## src/ssm_cfg_pkg.sv

```systemverilog
// ssm datapath configuration
// sizes, q8.8 format and lane types
`default_nettype none

package ssm_cfg_pkg;

    // ========================================
    // sizes
    // ========================================
    localparam int DATA_W  = 16;                // one q8.8 value
    localparam int FRAC_W  = 8;                 // fraction bits
    localparam int N_TILE  = 4;                 // state lanes per tile
    localparam int N_TOTAL = 16;                // state lanes per group
    localparam int TILES_PER_GROUP = (N_TOTAL + N_TILE - 1) / N_TILE;  // ceil

    // ========================================
    // types
    // ========================================
    typedef logic signed [DATA_W-1:0] lane_t;   // single signed value
    typedef lane_t [N_TILE-1:0] tile_vec_t;     // B, C, hprev, hnext

    // fixed-point multiply
    // full signed product, arithmetic shift by FRAC_W, keep low DATA_W bits
    function automatic lane_t qmul(input lane_t a, input lane_t b);
        logic signed [2*DATA_W-1:0] prod;
        logic signed [2*DATA_W-1:0] prod_sh;
        prod    = a * b;
        prod_sh = prod >>> FRAC_W;
        return prod_sh[DATA_W-1:0];             // wraps, no saturation
    endfunction

endpackage

`default_nettype wire
```

## src/ssm_state_update.sv

```systemverilog
// ssm state update per lane
`timescale 1ns/1ps
`default_nettype none

module ssm_state_update (
    input  wire                          clk,
    input  wire                          rstn,
    input  wire                          v_s2_i,
    input  wire ssm_cfg_pkg::lane_t      dx_i,        // valid after stage 2
    input  wire ssm_cfg_pkg::tile_vec_t  hprev_i,     // valid on edge E
    input  wire ssm_cfg_pkg::tile_vec_t  b_i,
    input  wire ssm_cfg_pkg::lane_t      a_decay_i,
    output ssm_cfg_pkg::tile_vec_t       hnext_o
);

    ssm_cfg_pkg::tile_vec_t hprev_r0, hprev_r1, hprev_r2;
    ssm_cfg_pkg::tile_vec_t b_r0, b_r1, b_r2;
    ssm_cfg_pkg::lane_t     decay_r0, decay_r1, decay_r2;

    // ========================================
    // align hprev, B, decay with dx
    // ========================================
    always_ff @(posedge clk) begin
        hprev_r0 <= hprev_i;                    // edge E
        b_r0     <= b_i;
        decay_r0 <= a_decay_i;
        hprev_r1 <= hprev_r0;                   // E+1
        b_r1     <= b_r0;
        decay_r1 <= decay_r0;
        if (v_s2_i) begin                       // E+2, hold next to dx
            hprev_r2 <= hprev_r1;
            b_r2     <= b_r1;
            decay_r2 <= decay_r1;
        end
    end

    // ========================================
    // hnext = decay * hprev + dx * B
    // ========================================
    always_ff @(posedge clk or negedge rstn) begin
        if (!rstn) begin
            hnext_o <= '0;
        end else begin
            for (int l = 0; l < ssm_cfg_pkg::N_TILE; l++) begin
                hnext_o[l] <= ssm_cfg_pkg::qmul(decay_r2, hprev_r2[l])
                            + ssm_cfg_pkg::qmul(dx_i, b_r2[l]);   // wraps at 16b
            end
        end
    end

    // two edges after the stage-2 valid the new state must be clean
    a_hnext_known: assert property (@(posedge clk) disable iff (!rstn)
        $past(v_s2_i, 2) |-> !$isunknown(hnext_o));

endmodule

`default_nettype wire

```

## config.mk

```make
export PLATFORM = sky130hd
export DESIGN_NAME = ssm_state_update
export DESIGN_NICKNAME = d
export VERILOG_FILES = /design/src/ssm_cfg_pkg.sv /design/src/ssm_state_update.sv
export SDC_FILE = /design/constraint.sdc
export NUM_CORES = 2
export LEC_CHECK = 0
export ABC_AREA = 1
export BUFFER_PORTS_ARGS = -buffer_cell sky130_fd_sc_hd__buf_4
export CAP_MARGIN = 20
export CORE_UTILIZATION = 60
export DETAILED_ROUTE_END_ITERATION = 6
export PLACE_DENSITY = 0.77
export SLEW_MARGIN = 20
export SYNTH_ARGS = -nofsm -noshare
export SYNTH_HDL_FRONTEND = slang
export SYNTH_SLANG_ARGS = --single-unit
export TNS_END_PERCENT = 5
```

## constraint.sdc

```tcl
create_clock -name clk -period 8.4 [get_ports clk]
set_input_delay 1.68 -clock clk [delete_from_list [all_inputs] [get_ports clk]]
set_output_delay 1.68 -clock clk [all_outputs]
set_load 0.02 [all_outputs]
```

Yosys cells after proc, flatten, opt, wreduce, memory -nomap -nowiden
Index checks and enable logic that the tools add are counted.

Word-level logic and storage cells: 43. Register bits: 496. Bits of input ports: 163.

$add $sub $neg: 4. Multiply operators: 8.

Operator list (number): $mul 16x16->24 (8); $add 16x16->16 (4).

Longest topological paths before layout
Depth after elaboration: 2. Mapped depth: 38. Depth with buffers taken out: 35.

Worst setup path after synthesis
Ideal clock, no wire load.

Path kind: input to register. From: in dx_i[11]. To: reg hnext_o[31] (netlist name). Required time: 8.283 ns. Stages on the path: 33. Path buffers: 3. Data arrival time: 8.117 ns. Library setup time: 0.117 ns. Slack: 0.165 ns. Path through: buf_2 > clkbuf_1 > buf_1 > nand2_1 > fa_1 > fa_1 > fa_1 > inv_1 > fa_1 > fa_1 > inv_1 > fa_1 > inv_1 > ha_1 > a21oi_1 > o21ai_0 > a21oi_1 > inv_1 > a21oi_1 > o21bai_1 > nand2_1 > nand2_1 > a21oi_1 > xor2_1 > ha_1 > nand2_1 > nor2_1 > a211oi_1 > inv_1 > a221oi_1 > inv_1 > nand3_1 > nand2_1.

Word-level cells in the longest chain between the ends: 2.

RTL lines: start, declared (line ssm_state_update.sv:9) `input wire ssm_cfg_pkg::lane_t dx_i,`; $mul 16x16->24 (line ssm_cfg_pkg.sv:27) `prod = a * b;`; $add 16x16->16 (line ssm_state_update.sv:46) `+ ssm_cfg_pkg::qmul(dx_i, b_r2[l]);`; end signal, assigned by index (line ssm_state_update.sv:45) `hnext_o[l] <= ssm_cfg_pkg::qmul(decay_r2, hprev_r2[l])`; end, declared (line ssm_state_update.sv:13) `output ssm_cfg_pkg::tile_vec_t hnext_o`.

No other way between the ends. A chain may end at the register's enable or synchronous reset.

Worst setup path after layout
From: in dx_i[11]. To: reg hnext_o[15] (netlist name).

Same word-level chain as after synthesis.

==> run summary <==
CP Launch Type: input port
Synth area leader: fa_1
period utilization: 93.3%
first drt pass iteration count: 6
post-route insts no fill: 11155
max cap viols: 0
Synth warnings: 0
Async S/R FF share, synth: 12.9%
std cell rows: 131
detailed-route DRC error count: 0
syn_area_per_cell: 8.25 um2
GR Overflow Total: 0
Primary FF master, synth: dfxtp_1
via count: 57653
share of cells above drive strength 1: 5.38%
skew final: 0.0743 ns
Critical Path RT: 8.96 ns
FF-to-FF End: hnext_o[15]$_DFF_PN0_
CP max stage cell: fa_1
Iter 0 DRT Violations: 3546
area of the core: 128000 um2
Num CTS Buffers: 52
clk slew on worst S/H paths: 0.07 ns
ranking of synthesized cells by area: fa_1 39%, inv_1 15%, nand2_1 11%
maximum fanout along the worst path: 19
Syn Nets: 11661
max frequency: 0.128 GHz
critical path capture point: hnext_o[15]$_DFF_PN0_
Mapped Cells: 9386
PostCTS Resize Cnt: 0
max-slew violation count: 0
r2r setup slk: 0.74 ns
Reg2Reg Depth: 29
Post-DRT Antenna Nets: 0
area of the die: 130000 um2
initial core utilization: 60.6%
Area Overhead vs Synth: 7.12%
Nets: 11724
I/O Pins: 227
clock root cell: clkbuf_16
status: finished, final reports clean
GR met3 Demand/Resource: 5.04%
clk sinks: 496
CP max stage delay: 0.57 ns
CTS max path bufs: 3
Yosys top cell area share: 38.6%
Worst R2R Start: decay_r2[4]$_DFFE_PP_
pre-CTS setup slack: -0.0717 ns
Crit Path Category: input port to flip-flop
first-pass GRT wire length: 317000 um
Setup crit end kind: flip-flop
Max-slew headroom: 32.1%
Critical Path Source: dx_i[11]
Total GRT Usage: 30.8%
Clock Latency Late Sink: 0.68 ns
Setup Buffers After CTS: 0
Die Span X: 361 um
DP HPWL: 157000 um
initial antenna violation count: 3
port bufs: 226
CTS tree: built
met1 global-route usage: 38.6%
sequential share of the synthesized area: 15.1%
Die Ht: 361 um
Final setup viols: 0
H-Tree Depth: 2
maximum number of pins on one net before global-route repair: 73
gp weighted congestion: 0.927
placed insts: 11056
routing usage on met2: 52.4%
Yosys cell types: 51
FF+latch count, synth: 496
vias in the first global route: 62660
post-route setup slack: 0.559 ns
transition time at the pin with the least slew margin: 1.02 ns
final hold slack: 0.324 ns
hold buffers post-CTS: 0
Syn Std Cell Area: 77400 um2
via/cell ratio: 5.17
GR peak layer: met2
Post-Route WL: 192000 um
RSZ-0062 raised after global routing: false
EDFF count, synth: 144
drt wl/cell: 17.2 um
HP Class: flip-flop to flip-flop
final hold violations: 0
clock period minus worst slack: 7.84 ns
CP arrival: 8.41 ns
[synth_stat cells (8+ instances only)]
cell type  count
inv_1       3014
nand2_1     2351
fa_1        1492
ha_1         620
dfxtp_1      288
clkbuf_1     274
a21oi_1      216
xor2_1       158
edfxtp_1     144
nand3_1      139
nor2_1       128
xnor2_1      111
o21ai_0       75
dfrtp_1       64
buf_1         62
buf_2         30
a21o_1        23
nor3_1        22
nand4_1       19
a31oi_1       16
nor4_1        12
nand3b_1      10
o21ai_1       10
o21bai_1      10
o211ai_1       8
o21ai_2        8
or2_2          8
[metrics by stage]
stage / instance area, um2 / setup TNS, ns / util, %
finish: 82900 / 0 / 64.9
floorplan: 77400 / 0 / -
global route: 82900 / 0 / 64.9
CTS: 82900 / 0 / 64.9
detailed placement: 81200 / -0.121 / 63.5
global placement: 81200 / -0.0871 / 63.5
[layer usage]
layer | share of wire, % | wire (um)
met1 | 39 | 74300
met2 | 49 | 93700
met3 | 7.8 | 15000
met4 | 4.6 | 8720
met5 | 0.014 | 27
[how the worst min path moves through the flow]
stage / startpoint / endpoint / slack (ns) / depth (start not counted)
5_1_grt: b_r0[43]$_DFF_P_ / b_r1[43]$_DFF_P_ / 0.32 / 0
6_report: b_r0[8]$_DFF_P_ / b_r1[8]$_DFF_P_ / 0.32 / 0
3_5_place_dp: b_r0[18]$_DFF_P_ / b_r1[18]$_DFF_P_ / 0.31 / 0
2_1_floorplan: b_r0[0]$_DFF_P_ / b_r1[0]$_DFF_P_ / 0.31 / 0
4_1_cts: b_r0[39]$_DFF_P_ / b_r1[39]$_DFF_P_ / 0.32 / 0
3_3_place_gp: hprev_r0[32]$_DFF_P_ / hprev_r1[32]$_DFF_P_ / 0.31 / 0
[cells by family (layout without fill, tap and decap cells)]
| family | after synthesis | after routing | synth area share (%) |
|---|---|---|---|
| AND/OR/NAND/NOR | 2700 | 2700 | 13.6 |
| adder cells (fa/ha/maj) | 2112 | 2112 | 48.6 |
| XOR/XNOR | 273 | 273 | 3.13 |
| AO/OA/AOI/OAI | 412 | 412 | 3.07 |
| flip-flops | 496 | 496 | 15.1 |
| buffers and inverters | 3393 | 3499 | 16.5 |
| other | 0 | 1 | 0 |
[cell usage in the layout (no fill, tap or decap), types with 4 or more instances in the layout]
| master | n |
|---|---|
| o21ai_0 | 75 |
| clkbuf_16 | 52 |
| nor4_1 | 12 |
| fa_1 | 1492 |
| o221ai_1 | 7 |
| o21ai_1 | 10 |
| nand3b_1 | 10 |
| ha_1 | 620 |
| inv_1 | 3014 |
| clkbuf_8 | 6 |
| o21bai_1 | 10 |
| or2_2 | 8 |
| inv_8 | 4 |
| nor3_1 | 22 |
| a211oi_1 | 7 |
| a31oi_1 | 16 |
| a21oi_1 | 216 |
| clkinv_2 | 10 |
| a221oi_1 | 6 |
| nand2_2 | 5 |
| o21ai_2 | 8 |
| xnor2_1 | 111 |
| a21boi_0 | 4 |
| clkbuf_1 | 7 |
| buf_12 | 22 |
| xor2_1 | 158 |
| nand2_1 | 2351 |
| nand4_1 | 19 |
| nor2_1 | 128 |
| o21a_1 | 6 |
| dfrtp_1 | 64 |
| o211ai_1 | 8 |
| a21o_1 | 23 |
| edfxtp_1 | 144 |
| nand3_1 | 139 |
| dfxtp_1 | 288 |
| inv_6 | 5 |
| buf_4 | 361 |
[cell type report]
cell class | instances | area (um2)
tap | 1662 | 2080
inverter | 3017 | 11300
timing repair buffer | 385 | 3180
antenna | 1 | 2.50
multi-input combinational | 5497 | 52900
fill | 10612 | 44900
clock buffer | 65 | 1410
clock inverter | 32 | 333
sequential | 496 | 11700
[registers in the layout, indices dropped and copies added (netlist names)]
signal,count
hprev_r2,64
decay_r2,16
hprev_r1,64
b_r2,64
b_r1,64
hprev_r0,64
b_r0,64
decay_r1,16
hnext_o,64
decay_r0,16
[critical path: cells and delay by family]
family                   cells  cell delay (ns)
adder cells (fa/ha/maj)      8             3.80
AND/OR/NAND/NOR              9             1.16
buffers and inverters        5             0.76
XOR/XNOR                     1             0.15
AO/OA/AOI/OAI                4             0.85
Power is left out: the tool's default activity adds up to more than one toggle a clock period on the data nets, which glitch-free logic cannot reach.
