File: src/ssm_cfg_pkg.sv
// ssm datapath configuration
// sizes, q8.8 format and lane types
`default_nettype none

package ssm_cfg_pkg;

    // ========================================
    // sizes
    // ========================================
    localparam int DATA_W  = 16;                // one q8.8 value
    localparam int FRAC_W  = 8;                 // fraction bits
    localparam int N_TILE  = 4;                 // state lanes per tile
    localparam int N_TOTAL = 16;                // state lanes per group
    localparam int TILES_PER_GROUP = (N_TOTAL + N_TILE - 1) / N_TILE;  // ceil

    // ========================================
    // types
    // ========================================
    typedef logic signed [DATA_W-1:0] lane_t;   // single signed value
    typedef lane_t [N_TILE-1:0] tile_vec_t;     // B, C, hprev, hnext

    // fixed-point multiply
    // full signed product, arithmetic shift by FRAC_W, keep low DATA_W bits
    function automatic lane_t qmul(input lane_t a, input lane_t b);
        logic signed [2*DATA_W-1:0] prod;
        logic signed [2*DATA_W-1:0] prod_sh;
        prod    = a * b;
        prod_sh = prod >>> FRAC_W;
        return prod_sh[DATA_W-1:0];             // wraps, no saturation
    endfunction

endpackage

`default_nettype wire
File: src/ssm_scalar_stage.sv
// ssm scalar stage, delta / dx / xD
`timescale 1ns/1ps
`default_nettype none

module ssm_scalar_stage (
    input  wire                       clk,
    input  wire                       rstn,
    input  wire                       v_s1_i,
    input  wire                       first_s2_i,   // group-first tile at stage 2
    input  wire ssm_cfg_pkg::lane_t   dt_i,
    input  wire ssm_cfg_pkg::lane_t   dt_bias_i,
    input  wire ssm_cfg_pkg::lane_t   x_i,
    input  wire ssm_cfg_pkg::lane_t   d_i,
    output ssm_cfg_pkg::lane_t        dx_o,         // delta * x, per tile
    output ssm_cfg_pkg::lane_t        xd_o          // x * D, held per group
);

    ssm_cfg_pkg::lane_t dt_r;                   // input sample, edge E
    ssm_cfg_pkg::lane_t bias_r;
    ssm_cfg_pkg::lane_t x_r;
    ssm_cfg_pkg::lane_t d_r;
    ssm_cfg_pkg::lane_t delta_s1;               // stage 1
    ssm_cfg_pkg::lane_t x_s1;
    ssm_cfg_pkg::lane_t d_s1;

    // raw input capture, every cycle
    always_ff @(posedge clk) begin
        dt_r   <= dt_i;
        bias_r <= dt_bias_i;
        x_r    <= x_i;
        d_r    <= d_i;
    end

    // ========================================
    // stage 1: delta = dt + dt_bias
    // ========================================
    always_ff @(posedge clk or negedge rstn) begin
        if (!rstn) begin
            delta_s1 <= '0;
            x_s1     <= '0;
            d_s1     <= '0;
        end else if (v_s1_i) begin
            delta_s1 <= dt_r + bias_r;          // 16b wrap
            x_s1     <= x_r;                    // carry x, D alongside delta
            d_s1     <= d_r;
        end
    end

    // ========================================
    // stage 2: dx and xD
    // ========================================
    always_ff @(posedge clk or negedge rstn) begin
        if (!rstn) begin
            dx_o <= '0;
            xd_o <= '0;
        end else begin
            dx_o <= ssm_cfg_pkg::qmul(delta_s1, x_s1);      // own x of every tile
            if (first_s2_i) begin
                xd_o <= ssm_cfg_pkg::qmul(x_s1, d_s1);      // only first tile counts
            end
        end
    end

endmodule

`default_nettype wire

File: config.mk
export PLATFORM = sky130hd
export DESIGN_NAME = ssm_scalar_stage
export DESIGN_NICKNAME = d
export VERILOG_FILES = /design/src/ssm_cfg_pkg.sv /design/src/ssm_scalar_stage.sv
export SDC_FILE = /design/constraint.sdc
export NUM_CORES = 1
export LEC_CHECK = 0
export BUFFER_PORTS_ARGS = -buffer_cell sky130_fd_sc_hd__buf_2
export CAP_MARGIN = 10
export CORE_MARGIN = 2
export CORE_UTILIZATION = 45
export CTS_CLUSTER_DIAMETER = 40
export DETAILED_ROUTE_END_ITERATION = 6
export SYNTH_ARGS = -nofsm -noshare
export SYNTH_HDL_FRONTEND = slang
export SYNTH_SLANG_ARGS = --single-unit
export TNS_END_PERCENT = 5
File: constraint.sdc
create_clock -name clk -period 17.6 [get_ports clk]
set_clock_uncertainty 0.05 [all_clocks]
set_input_delay 3.52 -clock clk [delete_from_list [all_inputs] [get_ports clk]]
set_output_delay 3.52 -clock clk [all_outputs]
set_load 0.02 [all_outputs]
* After elaboration in Yosys (flattened, before gate mapping)
Index checks and enable logic that the tools add are counted.
** Word-level totals
- Input port bits :: 68
- Logic and storage cells :: 12
- Flip-flop bits (word level) :: 144
** Operators by class
- Add/sub/neg operators :: 1
- Multipliers :: 2
** Operator list (number)
- multiplier 16 x 16 -> 24 bit :: 2
- adder 16 bit :: 1

* Longest topological paths before layout
- Word-level depth :: 1
- Depth in mapped cells :: 23
- Depth with buffers taken out :: 22

* Worst setup path after synthesis
OpenSTA, ideal clock, no wires.
- Kind :: flip-flop to flip-flop
- Start :: register x_s1[9]
- End :: register xd_o[12]
- Data required time :: 17454 ps
- Period minus slack after synthesis :: 5959 ps
- Path buffers :: 2
- Path slack :: 11641 ps
- Data arrival time :: 5813 ps
- Stages on the path, launching flop included :: 22
- Cell sequence :: dfrtp_1 > clkbuf_1 > clkbuf_1 > nand2_1 > fa_1 > fa_1 > fa_1 > inv_1 > fa_1 > fa_1 > inv_1 > fa_1 > inv_1 > ha_1 > a21o_1 > a21oi_1 > a21boi_1 > a211oi_2 > o21a_1 > o31a_1 > o21a_1 > o31ai_1
** Between the ends
- Longest elaborated chain between the ends :: 1
** Ends and longest elaborated chain
- start, declared :: RTL line ssm_scalar_stage.sv:23 : ssm_cfg_pkg::lane_t x_s1;
- start signal, assigned :: RTL line ssm_scalar_stage.sv:44 : x_s1 <= x_r;
- multiplier 16 x 16 -> 24 bit :: RTL line ssm_cfg_pkg.sv:27 : prod = a * b;
- end signal, assigned :: RTL line ssm_scalar_stage.sv:59 : xd_o <= ssm_cfg_pkg::qmul(x_s1, d_s1);
- end, declared :: RTL line ssm_scalar_stage.sv:15 : output ssm_cfg_pkg::lane_t xd_o
No other way between the ends.
A chain may end at the register's enable or synchronous reset.

* Final worst setup path
- Start :: register x_s1[2]
- End :: register dx_o[15]
** Between the ends
- Longest elaborated chain between the ends :: 1
** Ends and longest elaborated chain
- multiplier 16 x 16 -> 24 bit :: RTL line ssm_cfg_pkg.sv:27
- end signal, assigned :: RTL line ssm_scalar_stage.sv:57 : dx_o <= ssm_cfg_pkg::qmul(delta_s1, x_s1);
- end, declared :: RTL line ssm_scalar_stage.sv:14 : output ssm_cfg_pkg::lane_t dx_o,
No other way between the ends.

==> results_dict.tcl <==
set metrics [dict create \
    outcome "complete, no violations" \
    route.detailed.drc 0 \
    port_buffers 99 \
    critPathKind "reg -> reg" \
    cp.arrival_ns 7.01 \
    synth_seq_cells 144 \
    cts-root-buf "clkbuf_16" \
    worst_slew_pin_slew_ns 1.12 \
    antenna_found_initial 0 \
    critical_path.endpoint_type "register" \
    fmax_mhz 149 \
    place.gp.congestion 0.830 \
    ys_warn_count 0 \
    syn_inst 2033 \
    yosys.area_share.xor_xnor 0.0336 \
    htree_levels 4 \
    synthDominantCellAreaShare 0.382 \
    synthFlopType "dfrtp_1" \
    finalMaxSlewViolations 0 \
    final-hold-violation-count 0 \
    die_w_um 212 \
    synth.most_common_cell "inv_1" \
    place.detailed.hpwl_mm 32.7 \
    clock_sinks 144 \
    yosys.area_share.simple 0.139 \
    seq_area_frac_synth 0.168 \
    ys_types 53 \
    cp_common_cell "fa_1" \
    numCtsBuffers 17 \
    rows 76 \
    vias 13096 \
    clock_path_buffers 2 \
    rsz0062_at_grt "no" \
    syn_area_per_cell_um2 9.61 \
    die_area_um2 45100 \
    cts_hold_buf 0 \
    synth-compound-area-share 0.0394 \
    drt_iter0_drc 529 \
    synth-edff-count 0 \
    setup-violations-final 0 \
    syn_area_um2 19500 \
    syn-num-nets 2629 \
    layout.nets 2676 \
    tns_ns 0 \
    post_cts_buffers 0 \
    clkTransAtPathRegs_ns 0.07 \
    grt-ovfl-total 0 \
    groute.usage.overall 0.205 \
    maxSlewHeadroom 0.253 \
    clock_latency_ns 0.48 \
    worstSetupStartpointType "register" \
    required_ns 17.90 \
    grt_max_degree 53 \
    first_pass_iters 5 \
    drive_above_1_share 0.0979 \
    grt_pass1_vias 14561 \
    synthMuxAreaShare 0.0265 \
    ys_top_cells_by_count "inv_1, fa_1, nand2_1" \
    totalWireLength_mm 41.0 \
    grt_first_pass_wirelength_mm 71.1 \
    finalCritPeriodShare 0.381 \
    synth_top_family_by_area "adder cells" \
    n_antenna_cell 0 \
    cp_max_fo 33 \
    drtAntennaViolNets 0 \
    max_stage_delay_ns 1.08 \
    area_growth_pct 8.09 \
    post_cts_resize_count 0 \
    avgRoutedWirePerCell_um 15.3 \
    hp-class "reg -> reg" \
    synthTopCellsByArea "fa_1, dfrtp_1, ha_1" \
    die_height_um 212 \
    io_pins 100 \
    core_um2 43000 \
    synthArstFlopShare 0.556 \
    cts_tree "yes" \
    synth-adder-area-share 0.482 \
    critical_path.cell_chain "nand2_1 > fa_1 > fa_1 > fa_1 > fa_1 > inv_1 > fa_1 > inv_1 > fa_1 > inv_1 > ha_1 > nor3_1 > a211oi_1 > nand2_1 > a211oi_1 > nor2_1 > a211oi_2 > a311oi_1 > xnor2_1" \
    yosysTopAreaCell "fa_1" \
    cap_viol_max_count 0 \
    fillers 4127 \
    period_minus_slack_ns 6.70 \
    initial_core_util 0.454 \
    vias_per_cell 4.89 \
    cp_slowest_cell "dfrtp_1" \
]
[stage by stage]
stage / hold slack [ns] / worst slack (ns) / instances / cell area (um2) / util
after floorplan: 0.364 / 11.64 / 2033 / 19500 / -
after global placement: 0.392 / 11.04 / 2645 / 20500 / 0.478
after detailed placement: 0.395 / 10.90 / 2645 / 20500 / 0.478
after CTS: 0.408 / 10.86 / 2677 / 21100 / 0.491
after global routing: 0.417 / 10.45 / 2678 / 21100 / 0.491
final: 0.409 / 10.90 / 2678 / 21100 / 0.491
[critical path, delay by kind of cell, from the launching register on]
kind | cells | cell delay (ns)
fa+ha+maj | 7 | 3.40
compound gates | 4 | 1.21
flops | 1 | 1.08
simple gates | 4 | 0.53
buf+inv | 3 | 0.14
xor+xnor | 1 | 0.14
[state kept, by name, summed over array words and instances, names as in the netlist]
signal	count
bias_r	16
d_r	16
d_s1	16
delta_s1	16
dt_r	16
dx_o	16
x_r	16
x_s1	16
xd_o	16
[placed cells by master, fill, tap and decap left out, types with 3 or more instances in the layout]
cell | Yosys | final
inv_6 | 0 | 3
or2_2 | 4 | 4
nor2_1 | 36 | 36
nand2_1 | 251 | 251
inv_1 | 491 | 491
nor2b_1 | 11 | 11
buf_4 | 0 | 15
o21a_1 | 7 | 7
fa_1 | 373 | 373
o31ai_1 | 4 | 4
nand4_1 | 5 | 5
dfxtp_1 | 64 | 64
or3_1 | 6 | 6
and3_1 | 5 | 5
clkbuf_16 | 0 | 18
buf_2 | 0 | 98
a211oi_1 | 10 | 10
a21o_1 | 9 | 9
a21oi_1 | 32 | 32
o21ai_0 | 15 | 15
nor3_1 | 14 | 14
xor2_1 | 12 | 12
xnor2_1 | 63 | 63
and2_1 | 203 | 203
dfrtp_1 | 80 | 80
nand3_1 | 6 | 6
clkbuf_1 | 85 | 4
ha_1 | 155 | 155
nand2b_1 | 11 | 11
mux2_2 | 46 | 46
[cell type report]
| cell class | instances | area [um2] | share of cell area |
|---|---|---|---|
| Clock inverter | 9 | 73.8 | 0.00350 |
| Timing Repair Buffer | 114 | 618 | 0.0293 |
| Inverter | 493 | 1850 | 0.0877 |
| Clock buffer | 23 | 479 | 0.0227 |
| Tap cell | 585 | 732 | 0.0347 |
| Multi-Input combinational cell | 1310 | 14100 | 0.667 |
| Sequential cell | 144 | 3280 | 0.156 |
[cell families after synthesis]
group                    count (synthesis)
AO/OA/AOI/OAI                          107
adder cells (fa/ha/maj)                528
AND/OR/NAND/NOR                        554
flip-flops                             144
XOR/XNOR                                75
multiplexers                            46
buffers and inverters                  579
[worst paths after layout]
kind | cells past startpoint | endpoint | start | slack [ns]
setup / recovery | 19 | dx_o[15] | x_s1[2] | 10.90
min in group asynchronous | 1 | dx_o[6] | rstn | 2.99
setup reg to reg | 19 | dx_o[15] | x_s1[2] | 10.90
hold reg to reg | 1 | d_s1[9] | d_r[9] | 0.41
max in group asynchronous | 2 | xd_o[10] | rstn | 13.53
hold / removal | 1 | d_s1[9] | d_r[9] | 0.41
[layer usage]
layer	vias to the layer above	routed length (um)	share of wire	global-route usage
li1	6062	-	-	-
met1	6687	17800	0.43	0.255
met2	277	20200	0.49	0.350
met3	70	1930	0.047	0.0422
met4	0	1180	0.029	0.0789
met5	-	0	0	0
Power is left out: the tool's default activity adds up to more than one toggle a clock period on the data nets, which glitch-free logic cannot reach.
