### src/ssm_cfg_pkg.sv
// ssm datapath configuration
// sizes, q8.8 format and lane types
`default_nettype none

package ssm_cfg_pkg;

    // ========================================
    // sizes
    // ========================================
    localparam int DATA_W  = 16;                // one q8.8 value
    localparam int FRAC_W  = 8;                 // fraction bits
    localparam int N_TILE  = 4;                 // state lanes per tile
    localparam int N_TOTAL = 16;                // state lanes per group
    localparam int TILES_PER_GROUP = (N_TOTAL + N_TILE - 1) / N_TILE;  // ceil

    // ========================================
    // types
    // ========================================
    typedef logic signed [DATA_W-1:0] lane_t;   // single signed value
    typedef lane_t [N_TILE-1:0] tile_vec_t;     // B, C, hprev, hnext

    // fixed-point multiply
    // full signed product, arithmetic shift by FRAC_W, keep low DATA_W bits
    function automatic lane_t qmul(input lane_t a, input lane_t b);
        logic signed [2*DATA_W-1:0] prod;
        logic signed [2*DATA_W-1:0] prod_sh;
        prod    = a * b;
        prod_sh = prod >>> FRAC_W;
        return prod_sh[DATA_W-1:0];             // wraps, no saturation
    endfunction

endpackage

`default_nettype wire
### src/ssm_output_reduce.sv
// ssm output reduction and group accumulation
`timescale 1ns/1ps
`default_nettype none

module ssm_output_reduce (
    input  wire                          clk,
    input  wire                          rstn,
    input  wire                          v_s3_i,
    input  wire                          v_s4_i,
    input  wire                          v_s5_i,
    input  wire                          first_s5_i,  // tile opens a group
    input  wire                          last_s5_i,   // tile closes a group
    input  wire ssm_cfg_pkg::tile_vec_t  hnext_i,     // valid after stage 3
    input  wire ssm_cfg_pkg::tile_vec_t  c_i,         // valid on edge E
    input  wire ssm_cfg_pkg::lane_t      xd_i,        // valid after stage 2
    output ssm_cfg_pkg::lane_t           y_o,
    output logic                         y_valid_o
);

    ssm_cfg_pkg::tile_vec_t c_r0, c_r1, c_r2, c_r3;    // C delay line
    ssm_cfg_pkg::lane_t     xd_s3, xd_s4;               // xD riding with the tile
    ssm_cfg_pkg::lane_t     lane_sum;                   // comb sum over lanes
    ssm_cfg_pkg::lane_t     tile_sum_r;                 // stage 4
    ssm_cfg_pkg::lane_t     grp_sum_r;                  // running group sum
    ssm_cfg_pkg::lane_t     grp_next;

    // ========================================
    // alignment of C and xD
    // ========================================
    always_ff @(posedge clk) begin
        c_r0 <= c_i;
        c_r1 <= c_r0;
        c_r2 <= c_r1;
        if (v_s3_i) begin
            c_r3  <= c_r2;                      // meets hnext at stage 4
            xd_s3 <= xd_i;
        end
        if (v_s4_i) begin
            xd_s4 <= xd_s3;
        end
    end

    // ========================================
    // stage 4 lane sum of hnext * C
    // ========================================
    always_comb begin
        lane_sum = '0;
        for (int l = 0; l < ssm_cfg_pkg::N_TILE; l++) begin
            lane_sum = lane_sum + ssm_cfg_pkg::qmul(hnext_i[l], c_r3[l]);
        end
    end

    always_ff @(posedge clk) begin
        if (v_s4_i) begin
            tile_sum_r <= lane_sum;
        end
    end

    // ========================================
    // stage 5 group accumulation and y
    // ========================================
    // first tile restarts the sum and brings the group's xD in
    assign grp_next = first_s5_i ? tile_sum_r + xd_s4
                                 : grp_sum_r + tile_sum_r;

    always_ff @(posedge clk or negedge rstn) begin
        if (!rstn) begin
            grp_sum_r <= '0;
            y_o       <= '0;
            y_valid_o <= 1'b0;
        end else begin
            y_valid_o <= v_s5_i && last_s5_i;   // one pulse per group
            if (v_s5_i) begin
                grp_sum_r <= grp_next;
            end
            if (v_s5_i && last_s5_i) begin
                y_o <= grp_next;                // completed group value
            end
        end
    end

    // y is a single-cycle pulse right after the group's last tile
    a_y_after_last: assert property (@(posedge clk) disable iff (!rstn)
        y_valid_o |-> $past(last_s5_i) && !$past(y_valid_o));

endmodule

`default_nettype wire

### config.mk
export PLATFORM = sky130hd
export DESIGN_NAME = ssm_output_reduce
export DESIGN_NICKNAME = d
export VERILOG_FILES = /design/src/ssm_cfg_pkg.sv /design/src/ssm_output_reduce.sv
export SDC_FILE = /design/constraint.sdc
export NUM_CORES = 2
export LEC_CHECK = 0
export BUFFER_PORTS_ARGS = -buffer_cell sky130_fd_sc_hd__buf_2
export CORE_ASPECT_RATIO = 0.75
export CORE_MARGIN = 2
export CORE_UTILIZATION = 55
export DETAILED_ROUTE_END_ITERATION = 8
export PLACE_DENSITY = 0.75
export SLEW_MARGIN = 20
export SYNTH_ARGS = -nofsm -noshare
export SYNTH_HDL_FRONTEND = slang
export SYNTH_SLANG_ARGS = --single-unit
### constraint.sdc
create_clock -name clk -period 9.5 [get_ports clk]
set_input_delay 1.425 -clock clk [delete_from_list [all_inputs] [get_ports clk]]
set_output_delay 1.425 -clock clk [all_outputs]
set_load 0.005 [all_outputs]
After elaboration in Yosys (flattened, before gate mapping)
Index checks and enable logic that the tools add are counted.
Widths: inputs -> output; s select.
- register bits after elaboration: 337
- latch bits: 0
- bits in writable memories: 0
- bits in read-only memories: 0
- input bits: 151
- output and inout bits: 17
- word-level logic and storage cells: 33
- memories kept: 0
- add/sub/neg operators: 5
- $mul: 4
- divide/modulo/power cells: 0
- $lt $le $gt $ge: 0
- equality and inequality tests: 0
- shifts and indexed selects: 0
- mux-type cells: 1
- bitwise operators: 0
- reduce and logical (&&, ||, !) cells: 1
- operators with widths (operator ; number):
    $mul 16x16->24 ; 4
    $add 16x16->16 ; 5
    $mux 16 ; 1
    $logic_and 1x1->1 ; 1

Depth between registers and ports, before layout
- depth in word-level cells: 4
- mapped depth: 38

Worst setup path after synthesis
No wires, ideal clock.
- path type: input to register
- from: input port hnext_i[39] in the netlist's numbering
- to: register tile_sum_r[15] (data pin)
- library setup time: 0.258 ns
- arrival: 9.692 ns
- slack: -0.450 ns
- cell stages on the path: 37
- path buffers: 1
- cells stage by stage: clkbuf_1 > nand2_1 > fa_1 > inv_1 > fa_1 > inv_1 > fa_1 > inv_1 > fa_1 > fa_1 > inv_1 > fa_1 > inv_1 > ha_1 > and3_1 > a221oi_1 > nor2b_1 > nor4_2 > a2111oi_2 > o21a_1 > o21a_2 > o21a_1 > nor2_1 > xor2_1 > fa_1 > fa_1 > xor2_1 > xnor2_1 > xnor2_1 > xnor2_1 > xnor3_1 > xnor2_1 > xnor2_1 > xnor2_1 > xnor2_1 > xnor3_1 > xnor2_1
- cells in the longest elaborated chain, start to end: 3
- ends and longest elaborated chain (element ; line ; RTL):
    start, declared ; ssm_output_reduce.sv:13 ; input wire ssm_cfg_pkg::tile_vec_t hnext_i,
    $mul 16x16->24 ; ssm_cfg_pkg.sv:27 ; prod = a * b;
    $add 16x16->16 (2 in a row) ; ssm_output_reduce.sv:49 ; lane_sum = lane_sum + ssm_cfg_pkg::qmul(hnext_i[l], c_r3[l]);
    net lane_sum[15] ; ssm_output_reduce.sv:22 ; ssm_cfg_pkg::lane_t lane_sum;
    end signal, assigned ; ssm_output_reduce.sv:55 ; tile_sum_r <= lane_sum;
    end, declared ; ssm_output_reduce.sv:23 ; ssm_cfg_pkg::lane_t tile_sum_r;
The timed path passes the listed nets, and every way through them passes these cells.
A chain may end at the register's enable or synchronous reset.

Final worst setup path
- from: input port hnext_i[41] in the netlist's numbering
- to: register tile_sum_r[15] (data pin)
Same word-level chain as after synthesis.

==> flow_summary.toml <==
[run_status]
status = "finished, violations left"
violations = "setup timing"

[drt]
drtIter0Drc = 1659
ant_nets = 0
wl_mm = 90.0
num_vias = 26700
routedWlPerCell_um = 17.0
vias_per_cell = 5.04
first_pass_iters = 5
route.detailed.drc = 0

[synth]
yosys.area_share.simple_pct = 13.0
synth-edff-count = 112
synth_top_family_by_area = "adder cells"
synth_ff_type = "dfxtp_1"
synth_common_cells = "970 x inv_1, 775 x fa_1, 531 x nand2_1"
synth-async-reset-ratio_pct = 9.79
synth_area_leaders = "fa_1 39%, ha_1 9.8%, dfxtp_1 9.7%, inv_1 9.2%, edfxtp_1 8.5%"
synth_top_area_cell = "fa_1"
synth_mux_area_share_pct = 1.13
syn_area_um2 = 39800
yosysSeqAreaShare_pct = 20.2
synth_compound_area_share_pct = 2.70
synth_fp_nets = 5192
synth_xor_area_share_pct = 3.74
ys_ff_latch = 337
synthCells = 3956
avgSynthCellArea_um2 = 10.1
yosys_warnings = 0
synthAdderAreaFrac_pct = 48.8
synth.distinct_cells = 70
yosysTopAreaCellShare_pct = 39.0
yosysMostFrequentCell = "inv_1"

[final_layout]
finish.net_count = 5548
regArea_um2 = 8030
multiInputGateArea_um2 = 27700
num-fill-cells = 5925
num_antenna_cells = 0
syn2layout_area_growth_pct = 12.6
drive_gt1_share_pct = 13.3

[die]
start_util_pct = 55.5
dieArea_um2 = 74500
rows = 85
ios = 168
die_y_um = 237
core_area_um2 = 71700
die_x_um = 315

[cts]
cts_sinks = 337
clkTransAtPathRegs_ns = 0.08
clockBufferDepth = 3
cts_root_buffer = "clkbuf_16"
htree_num_levels = 2
cts_tree = "done"
cts_made_buffers = 34
worstSkewPairLatency_ns = 0.59

[setup_path]
worstPathRequired_ns = 9.85
r2r_end = "tile_sum_r[15]"
critical_path.endpoint = "tile_sum_r[15]"
rrSetupSlack_ns = 0.29
critPathArrivalTime_ns = 9.89
r2r_cells = 35
worst_path_max_delay_cell = "fa_1"
timing_worst_setup_path_type = "in2reg"
cp-startpoint = "hnext_i[41]"
end_kind = "register"
worst-path-max-fanout = 4
cpPeakStageDelay_ns = 0.52
startpoint_type = "input port"
r2r-start = "c_r3[36]"

[job]
cap_violations = 0

[timing]
worstMarginPinSlew_ns = 0.900
setup_violations = 1
rsz0062_at_grt = "true"
worst_clock_skew_ns = 0.0386
relSlewSlack_pct = 40.0
period_share_pct = 100
period_needed_ns = 9.54
whs_ns = 0.308
hold_viol = 0
fmax_mhz = 105
finalWorstSetupSlack_ns = -0.0432
timing.final.max_slew_violations = 0

[grt]
grt_antenna_before_repair = 0
grt_start_max_net_pins = 52
grt_pass1_vias = 28800
grtUsageTotal_pct = 25.6
grt_pass1_wl_mm = 150
overflow = 0

[placed_design]
gp_congestion = 0.924
detailedPlacementHpwl_mm = 75.2
io_buffers = 167

[worst_hold_path]
hp-class = "reg2reg"
hold_path_depth = 0
min_from = "c_r0[23]"
[sequential cells by signal (all words and copies together) (netlist names)]
signal	flops
c_r1	64
xd_s3	16
xd_s4	16
grp_sum_r	16
y_valid_o	1
c_r3	64
c_r2	64
y_o	16
c_r0	64
tile_sum_r	16
[per-layer routing]
layer,part of all wire [%],vias to the layer above,track usage (%)
li1,-,12300,-
met1,44,13300,36.4
met2,45,891,40.3
met3,7.9,160,5.48
met4,2.5,0,6.58
met5,0,-,0
[placed cells by master, fill, tap and decap left out, types with 7 or more instances in the layout]
| cell type | n |
|---|---|
| inv_1 | 970 |
| fa_1 | 774 |
| nand2_1 | 531 |
| and2_1 | 365 |
| ha_1 | 306 |
| buf_4 | 291 |
| dfxtp_1 | 192 |
| buf_2 | 166 |
| xnor2_1 | 125 |
| edfxtp_1 | 112 |
| nor2_1 | 56 |
| a21oi_1 | 39 |
| mux2_2 | 38 |
| clkbuf_16 | 38 |
| xor2_1 | 36 |
| dfrtp_1 | 33 |
| a21o_1 | 24 |
| nand2b_1 | 22 |
| nor3_1 | 21 |
| o21ai_1 | 16 |
| o21a_1 | 15 |
| nor2b_1 | 14 |
| nand3_1 | 11 |
| o21ai_0 | 9 |
| and3_1 | 8 |
| or2b_1 | 8 |
| clkbuf_1 | 8 |
| a31oi_1 | 7 |
| nand4_1 | 7 |
[repair_timing]
item,CTS,global route
setup endpoints to repair,1,1
resized for setup,0,7
hold buffers,0,0
setup buffers,0,1
pin swaps,1,10
hold endpoints to repair,0,0
[worst min path at each step]
stage | to | slack (ns)
after floorplan | c_r1[0] | 0.31
after global placement | c_r2[54] | 0.31
after detailed placement | c_r1[30] | 0.31
after CTS | c_r1[23] | 0.31
after global routing | c_r2[46] | 0.33
final | c_r1[23] | 0.31
[logic make-up after synthesis]
family,Yosys count
AO/OA/AOI/OAI,157
XOR/XNOR,166
adder cells (fa/ha/maj),1085
buffers and inverters,1109
flip-flops,337
multiplexers,40
AND/OR/NAND/NOR,1062
[stage by stage]
| step | TNS, ns | cell area [µm²] | worst slack [ns] | utilization [%] | instances |
|---|---|---|---|---|---|
| global placement | -0.500 | 43500 | -0.500 | 60.7 | 5232 |
| detailed placement | -0.681 | 43500 | -0.681 | 60.7 | 5232 |
| floorplan | -0.151 | 39900 | -0.151 | - | 3956 |
| finish | -0.0432 | 44800 | -0.0432 | 62.5 | 5295 |
| global route | -0.454 | 44800 | -0.454 | 62.5 | 5295 |
| CTS | 0 | 44700 | 0.00179 | 62.4 | 5294 |
[area by class of cell]
| type | count | area share [%] |
|---|---|---|
| clock buffer | 52 | 2.38 |
| tap | 957 | 2.67 |
| multi-input combinational | 2510 | 61.8 |
| clock inverter | 10 | 0.252 |
| inverter | 971 | 8.14 |
| sequential | 337 | 17.9 |
| timing repair buffer | 458 | 6.78 |
[worst max-delay path, delay by kind of cell]
family	cells	cell delay, ns
AOI/OAI and AO/OA	5	0.96
xor gates and xnor gates	12	2.16
adders and majority gates	9	3.97
buffers and inverters	6	0.50
and+or+nand+nor	5	0.85
Power is not shown: default switching activity piles up to over one toggle a cycle in this logic, so the estimate is an artifact.
