`src/ssm_cfg_pkg.sv`:
```
// ssm datapath configuration
// sizes, q8.8 format and lane types
`default_nettype none

package ssm_cfg_pkg;

    // ========================================
    // sizes
    // ========================================
    localparam int DATA_W  = 16;                // one q8.8 value
    localparam int FRAC_W  = 8;                 // fraction bits
    localparam int N_TILE  = 4;                 // state lanes per tile
    localparam int N_TOTAL = 16;                // state lanes per group
    localparam int TILES_PER_GROUP = (N_TOTAL + N_TILE - 1) / N_TILE;  // ceil

    // ========================================
    // types
    // ========================================
    typedef logic signed [DATA_W-1:0] lane_t;   // single signed value
    typedef lane_t [N_TILE-1:0] tile_vec_t;     // B, C, hprev, hnext

    // fixed-point multiply
    // full signed product, arithmetic shift by FRAC_W, keep low DATA_W bits
    function automatic lane_t qmul(input lane_t a, input lane_t b);
        logic signed [2*DATA_W-1:0] prod;
        logic signed [2*DATA_W-1:0] prod_sh;
        prod    = a * b;
        prod_sh = prod >>> FRAC_W;
        return prod_sh[DATA_W-1:0];             // wraps, no saturation
    endfunction

endpackage

`default_nettype wire
```
`src/ssm_ctrl_pkg.sv`:
```
// ssm control definitions
`default_nettype none

package ssm_ctrl_pkg;

    // ========================================
    // group phase
    // ========================================
    typedef enum logic {
        GRP_FIRST,                              // next accepted tile opens a group
        GRP_MID                                 // inside a group
    } grp_phase_e;

    // ========================================
    // stage latencies
    // ========================================
    localparam int LAT_SCALAR = 2;              // delta, then dx / xD
    localparam int LAT_STATE  = 1;              // hnext
    localparam int LAT_REDUCE = 2;              // tile sum, then group sum
    localparam int LAT_PIPE   = LAT_SCALAR + LAT_STATE + LAT_REDUCE;

    // xD is latched at the end of the scalar stage
    localparam int LAT_XD_KEEP = LAT_SCALAR;

    // counts 0 .. TILES_PER_GROUP-1, one spare bit so overrun is visible
    localparam int TILE_CNT_W = $clog2(ssm_cfg_pkg::TILES_PER_GROUP + 1);

endpackage

`default_nettype wire

```
`src/ssm_ctrl.sv`:
```
// ssm pipeline control
`timescale 1ns/1ps
`default_nettype none

module ssm_ctrl (
    input  wire  clk,
    input  wire  rstn,
    input  wire  tile_valid_i,                  // tile sampled on this edge
    output logic v_s1_o,
    output logic v_s2_o,
    output logic v_s3_o,
    output logic v_s4_o,
    output logic v_s5_o,
    output logic first_s2_o,                    // keep xD of this tile
    output logic first_s5_o,                    // restart group sum
    output logic last_s5_o                      // emit y
);

    ssm_ctrl_pkg::grp_phase_e              phase_r;
    logic [ssm_ctrl_pkg::TILE_CNT_W-1:0]   cnt_r;     // tiles seen in current group
    logic                                  first_w;
    logic                                  last_w;
    logic [ssm_ctrl_pkg::LAT_PIPE-1:0]     v_pipe;    // bit k = stage k+1
    logic [ssm_ctrl_pkg::LAT_PIPE-1:0]     first_pipe;
    logic [ssm_ctrl_pkg::LAT_PIPE-1:0]     last_pipe;

    // ========================================
    // group tracking
    // ========================================
    assign first_w = tile_valid_i && (phase_r == ssm_ctrl_pkg::GRP_FIRST);
    assign last_w  = tile_valid_i && (cnt_r == ssm_cfg_pkg::TILES_PER_GROUP - 1);

    always_ff @(posedge clk or negedge rstn) begin
        if (!rstn) begin
            phase_r <= ssm_ctrl_pkg::GRP_FIRST;
            cnt_r   <= '0;
        end else if (tile_valid_i) begin    // gaps just hold the count
            if (last_w) begin
                phase_r <= ssm_ctrl_pkg::GRP_FIRST;
                cnt_r   <= '0;
            end else begin
                phase_r <= ssm_ctrl_pkg::GRP_MID;
                cnt_r   <= cnt_r + 1'b1;
            end
        end
    end

    // ========================================
    // valid / flag pipeline
    // ========================================
    always_ff @(posedge clk or negedge rstn) begin
        if (!rstn) begin
            v_pipe     <= '0;
            first_pipe <= '0;
            last_pipe  <= '0;
        end else begin
            v_pipe     <= {v_pipe[ssm_ctrl_pkg::LAT_PIPE-2:0], tile_valid_i};
            first_pipe <= {first_pipe[ssm_ctrl_pkg::LAT_PIPE-2:0], first_w};
            last_pipe  <= {last_pipe[ssm_ctrl_pkg::LAT_PIPE-2:0], last_w};
        end
    end

    assign v_s1_o     = v_pipe[0];
    assign v_s2_o     = v_pipe[1];
    assign v_s3_o     = v_pipe[2];
    assign v_s4_o     = v_pipe[3];
    assign v_s5_o     = v_pipe[4];
    assign first_s2_o = first_pipe[ssm_ctrl_pkg::LAT_XD_KEEP-1];
    assign first_s5_o = first_pipe[ssm_ctrl_pkg::LAT_PIPE-1];
    assign last_s5_o  = last_pipe[ssm_ctrl_pkg::LAT_PIPE-1];

    // flags never travel without their tile
    a_first_s2_valid: assert property (@(posedge clk) disable iff (!rstn)
        first_s2_o |-> v_s2_o);
    a_flags_s5_valid: assert property (@(posedge clk) disable iff (!rstn)
        (first_s5_o || last_s5_o) |-> v_s5_o);

    a_cnt_range: assert property (@(posedge clk) disable iff (!rstn)
        cnt_r < ssm_cfg_pkg::TILES_PER_GROUP);

endmodule

`default_nettype wire

```
`config.mk`:
```
export PLATFORM = sky130hd
export DESIGN_NAME = ssm_ctrl
export DESIGN_NICKNAME = d
export VERILOG_FILES = /design/src/ssm_cfg_pkg.sv /design/src/ssm_ctrl_pkg.sv /design/src/ssm_ctrl.sv
export SDC_FILE = /design/constraint.sdc
export NUM_CORES = 1
export LEC_CHECK = 0
export BUFFER_PORTS_ARGS = -buffer_cell sky130_fd_sc_hd__buf_2
export CORE_MARGIN = 2
export CORE_UTILIZATION = 38
export DETAILED_ROUTE_END_ITERATION = 16
export GPL_TIMING_DRIVEN = 1
export PLACE_DENSITY = 0.69
export SYNTH_ARGS = -nofsm -noshare
export SYNTH_HDL_FRONTEND = slang
export SYNTH_SLANG_ARGS = --single-unit
```
`constraint.sdc`:
```
create_clock -name clk -period 2.43 [get_ports clk]
set_clock_uncertainty 0.15 [all_clocks]
set_input_delay 0.6075 -clock clk [delete_from_list [all_inputs] [get_ports clk]]
set_output_delay 0.6075 -clock clk [all_outputs]
set_load 0.03 [all_outputs]
```
After elaboration in Yosys (flattened, before gate mapping)
Cells that the tools add are included.
{"block": "word_totals", "ff_bits": 19, "output_inout_bits": 8, "elab_cells": 12}
{"block": "op_classes", "add_sub_neg": 1, "eq_ne": 1, "mux": 2, "bitwise": 1, "n_reduce_logical": 2}
{"cell": "$add A3 B1 Y3 const B", "n": 1}
{"cell": "$eq A3 B2 Y1 const B", "n": 1}
{"cell": "$mux W3", "n": 1}
{"cell": "$logic_and A1 B1 Y1", "n": 2}
{"cell": "$mux W1", "n": 1}
{"cell": "$not A1 Y1", "n": 1}

Depth between registers and ports, before layout
{"block": "logic_depth", "depth_word": 3, "ltp_mapped": 3}

Worst setup path before layout
OpenSTA, ideal clock, no wires.
{"block": "synth_timing", "kind": "register to output", "from": "register first_pipe[1] (netlist name)", "to": "output port first_s2_o", "arrival_time_ns": 0.479, "setup_slack_ns": 1.193, "stages_incl_launch_ff": 1, "n_path_buf": 0, "path_cell_list": "dfrtp_1"}
{"element": "start: declaration", "line": "ssm_ctrl.sv:24", "source": "logic [ssm_ctrl_pkg::LAT_PIPE-1:0] first_pipe;"}
{"element": "start signal: assignment", "line": "ssm_ctrl.sv:58", "source": "first_pipe <= {first_pipe[ssm_ctrl_pkg::LAT_PIPE-2:0], first_w};"}
{"element": "end: declaration", "line": "ssm_ctrl.sv:14", "source": "output logic first_s2_o,"}
No word-level cell between the ends.

Worst setup path in the final report
{"block": "layout_timing", "from": "register v_pipe[3] (netlist name)", "to": "output port v_s4_o"}
{"element": "start: declaration", "line": "ssm_ctrl.sv:23", "source": "logic [ssm_ctrl_pkg::LAT_PIPE-1:0] v_pipe;"}
{"element": "start signal: assignment", "line": "ssm_ctrl.sv:57", "source": "v_pipe <= {v_pipe[ssm_ctrl_pkg::LAT_PIPE-2:0], tile_valid_i};"}
{"element": "end: declaration", "line": "ssm_ctrl.sv:12", "source": "output logic v_s4_o,"}
No word-level cell between the ends.

==> impl_metrics.env <==
export IMPL_grt_remaining_overflow=0
export IMPL_ys_ff_latch=19
export IMPL_drv_slew=0
export IMPL_wirelength_um=734
export IMPL_antenna_found_initial=0
export IMPL_ys_seq_area_share_pct=85.0
export IMPL_synthMuxAreaShare_pct=0
export IMPL_critPathRequiredTime_ns=1.67
export IMPL_cts_tree="done"
export IMPL_ir_drop_uv=582
export IMPL_worstPathArrival_ns=0.86
export IMPL_finalSetupTns_ns=0
export IMPL_via_per_inst=4.73
export IMPL_die_area_mm2=0.00179
export IMPL_grt_pass1_vias=313
export IMPL_setup_worst_path_end="v_s4_o"
export IMPL_hold_path_class="in2async"
export IMPL_dieWidth_um=42.4
export IMPL_clock_latency_ns=0.29
export IMPL_synth_top_family_by_area="simple AND/OR/NAND/NOR gates"
export IMPL_h_tree_depth=1
export IMPL_drv_cap=0
export IMPL_place_ws_ns=1.13
export IMPL_tightestPinTransition_ns=0.404
export IMPL_layout_setup_ws_ns=0.812
export IMPL_gr_usage_all_layers_pct=11.7
export IMPL_cp_max_fo=2
export IMPL_path_clk_slew_ns=0.10
export IMPL_p_per_area_mw_per_mm2=960
export IMPL_drive_gt1_share_pct=34.0
export IMPL_cts_resized_gates=0
export IMPL_nNetsFinal=52
export IMPL_status="completed"
export IMPL_r2r_start="cnt_r[0]"
export IMPL_cts_buffers_inserted=3
export IMPL_drt_iter0_drc=6
export IMPL_wl_per_cell_um=11.8
export IMPL_synth_compound_area_share_pct=2.91
export IMPL_slowest_stage="dfrtp_1"
export IMPL_syn_inst=33
export IMPL_ff2ff_setup_slack_ns=1.24
export IMPL_max_freq_mhz=618
export IMPL_period_share_pct=66.6
export IMPL_worst_path_buf_inv=1
export IMPL_hpwl_um=505
export IMPL_p_leak_nw=0.344
export IMPL_rsz0062_at_grt="false"
export IMPL_post_cts_buffers=0
export IMPL_synthXorXnorAreaFrac_pct=0
export IMPL_fin_crit_ns=1.62
export IMPL_grt_max_degree=20
export IMPL_drcViolationCount=0
export IMPL_synth_cell_types=13
export IMPL_syn_to_final_growth_pct=17.2
export IMPL_relSlewSlack_pct=73.1
export IMPL_ios=11
export IMPL_syn_area_per_cell_um2=16.9
export IMPL_start_util_pct=41.9
export IMPL_synth_area_leader_cell="dfrtp_1"
export IMPL_drt_pass1_iter_count=2
export IMPL_synthSimpleGateAreaFrac_pct=9.17
export IMPL_gp_congestion=0.601
export IMPL_core_mm2=0.00133
export IMPL_cts_buffer_depth=2
export IMPL_cts_root_buf="clkbuf_4"
export IMPL_setup_viol=0
export IMPL_synthTopCellsByArea="dfrtp_1 85%, ha_1 2.2%, nand2b_1 2.2%"
export IMPL_synthAdderAreaFrac_pct=2.24
export IMPL_syn_cell_area_um2=559
export IMPL_ant_nets=0
export IMPL_cts_hold_buf=0
export IMPL_yosysWarnings=0
export IMPL_synth_top_cell_area_share_pct=85.0
export IMPL_rows=13
export IMPL_startpoint="v_pipe[3]"
export IMPL_path_depth=1
export IMPL_regToRegEndpoint="cnt_r[0]"
export IMPL_cp_end_kind="primary output"
export IMPL_grt_pass1_wl_um=1410
export IMPL_cpLargestDelayFamily="flip-flops"
export IMPL_path_cells="buf_2"
export IMPL_antenna_cells=0
export IMPL_port_buffers=10
export IMPL_dieHeight_um=42.4
export IMPL_cts_sinks=19
export IMPL_crit_type="reg2out"
export IMPL_critical_path_max_stage_delay_ns=0.39
export IMPL_synth_fp_nets=37
export IMPL_vias=293
export IMPL_r2r_cells=3
export IMPL_hold_viol_final=0
export IMPL_startpoint_type="flip-flop"
-- layout make-up --
class,instances,area (um2)
Sequential cell,19,475
Tap cell,15,18.8
Multi-Input combinational cell,13,80.1
Clock inverter,1,5.00
Timing Repair Buffer,10,50.0
Fill cell,118,678
Clock buffer,3,22.5
Inverter,1,3.75
-- cell usage in the layout (no fill, tap or decap), types with 2 or more instances in the layout --
cell type and n:
clkbuf_4 3, buf_2 10, dfrtp_1 19, nand2b_1 2
nor2_1 2
-- worst min path at each step --
stage                  start       endpoint  slack, ns
4_1_cts                 rstn      v_pipe[4]       0.08
3_5_place_dp   first_pipe[0]  first_pipe[1]       0.19
6_report                rstn      v_pipe[4]       0.08
5_1_grt                 rstn   last_pipe[2]       0.07
2_1_floorplan           rstn       cnt_r[0]       0.16
3_3_place_gp   first_pipe[0]  first_pipe[1]       0.18
-- report_power, final --
group / switching, W / internal [W] / total [W]
clock network: 0.0000896 / 0.0000613 / 0.000151
registers: 0.0000212 / 0.000364 / 0.000385
logic: 0.0000596 / 0.0000337 / 0.0000933
-- kinds of logic (layout without fill, tap and decap cells) --
kind of cell | Yosys count | in the layout
adders and majority gates | 1 | 1
buffers and inverters | 1 | 15
AOI/OAI and AO/OA | 3 | 3
DFF | 19 | 19
and+or+nand+nor | 9 | 9
-- routing by layer --
metal | vias up | track usage (%) | share of wire (%)
li1 | 132 | - | -
met1 | 147 | 12.0 | 39
met2 | 10 | 18.2 | 51
met3 | 4 | 7.76 | 7.4
met4 | 0 | 5.63 | 2.3
met5 | - | 0 | 0
-- metrics by stage --
stage	utilization [%]	cell area, um2	total power [W]	hold WS (ns)	instances
after global placement	47.1	628	0.000480	0.183	58
after detailed placement	47.1	628	0.000487	0.186	58
after floorplan	-	559	0.000452	0.162	33
after CTS	49.2	656	0.000642	0.0776	62
final	49.2	656	0.000629	0.0767	62
after global routing	49.2	656	0.000683	0.0718	62
-- synth_stat cells (all sizes together) --
cell / count
o22ai: 1
nor2b: 2
inv: 1
o21ai: 1
nor2: 2
dfrtp: 19
and2: 1
a21oi: 1
ha: 1
nand2: 2
nand2b: 2
-- sequential cells by signal, indices dropped and copies added (netlist names) --
| signal | cells |
|---|---|
| cnt_r | 3 |
| first_pipe | 5 |
| last_pipe | 5 |
| phase_r | 1 |
| v_pipe | 5 |
Power figures use the tool's default switching activity.
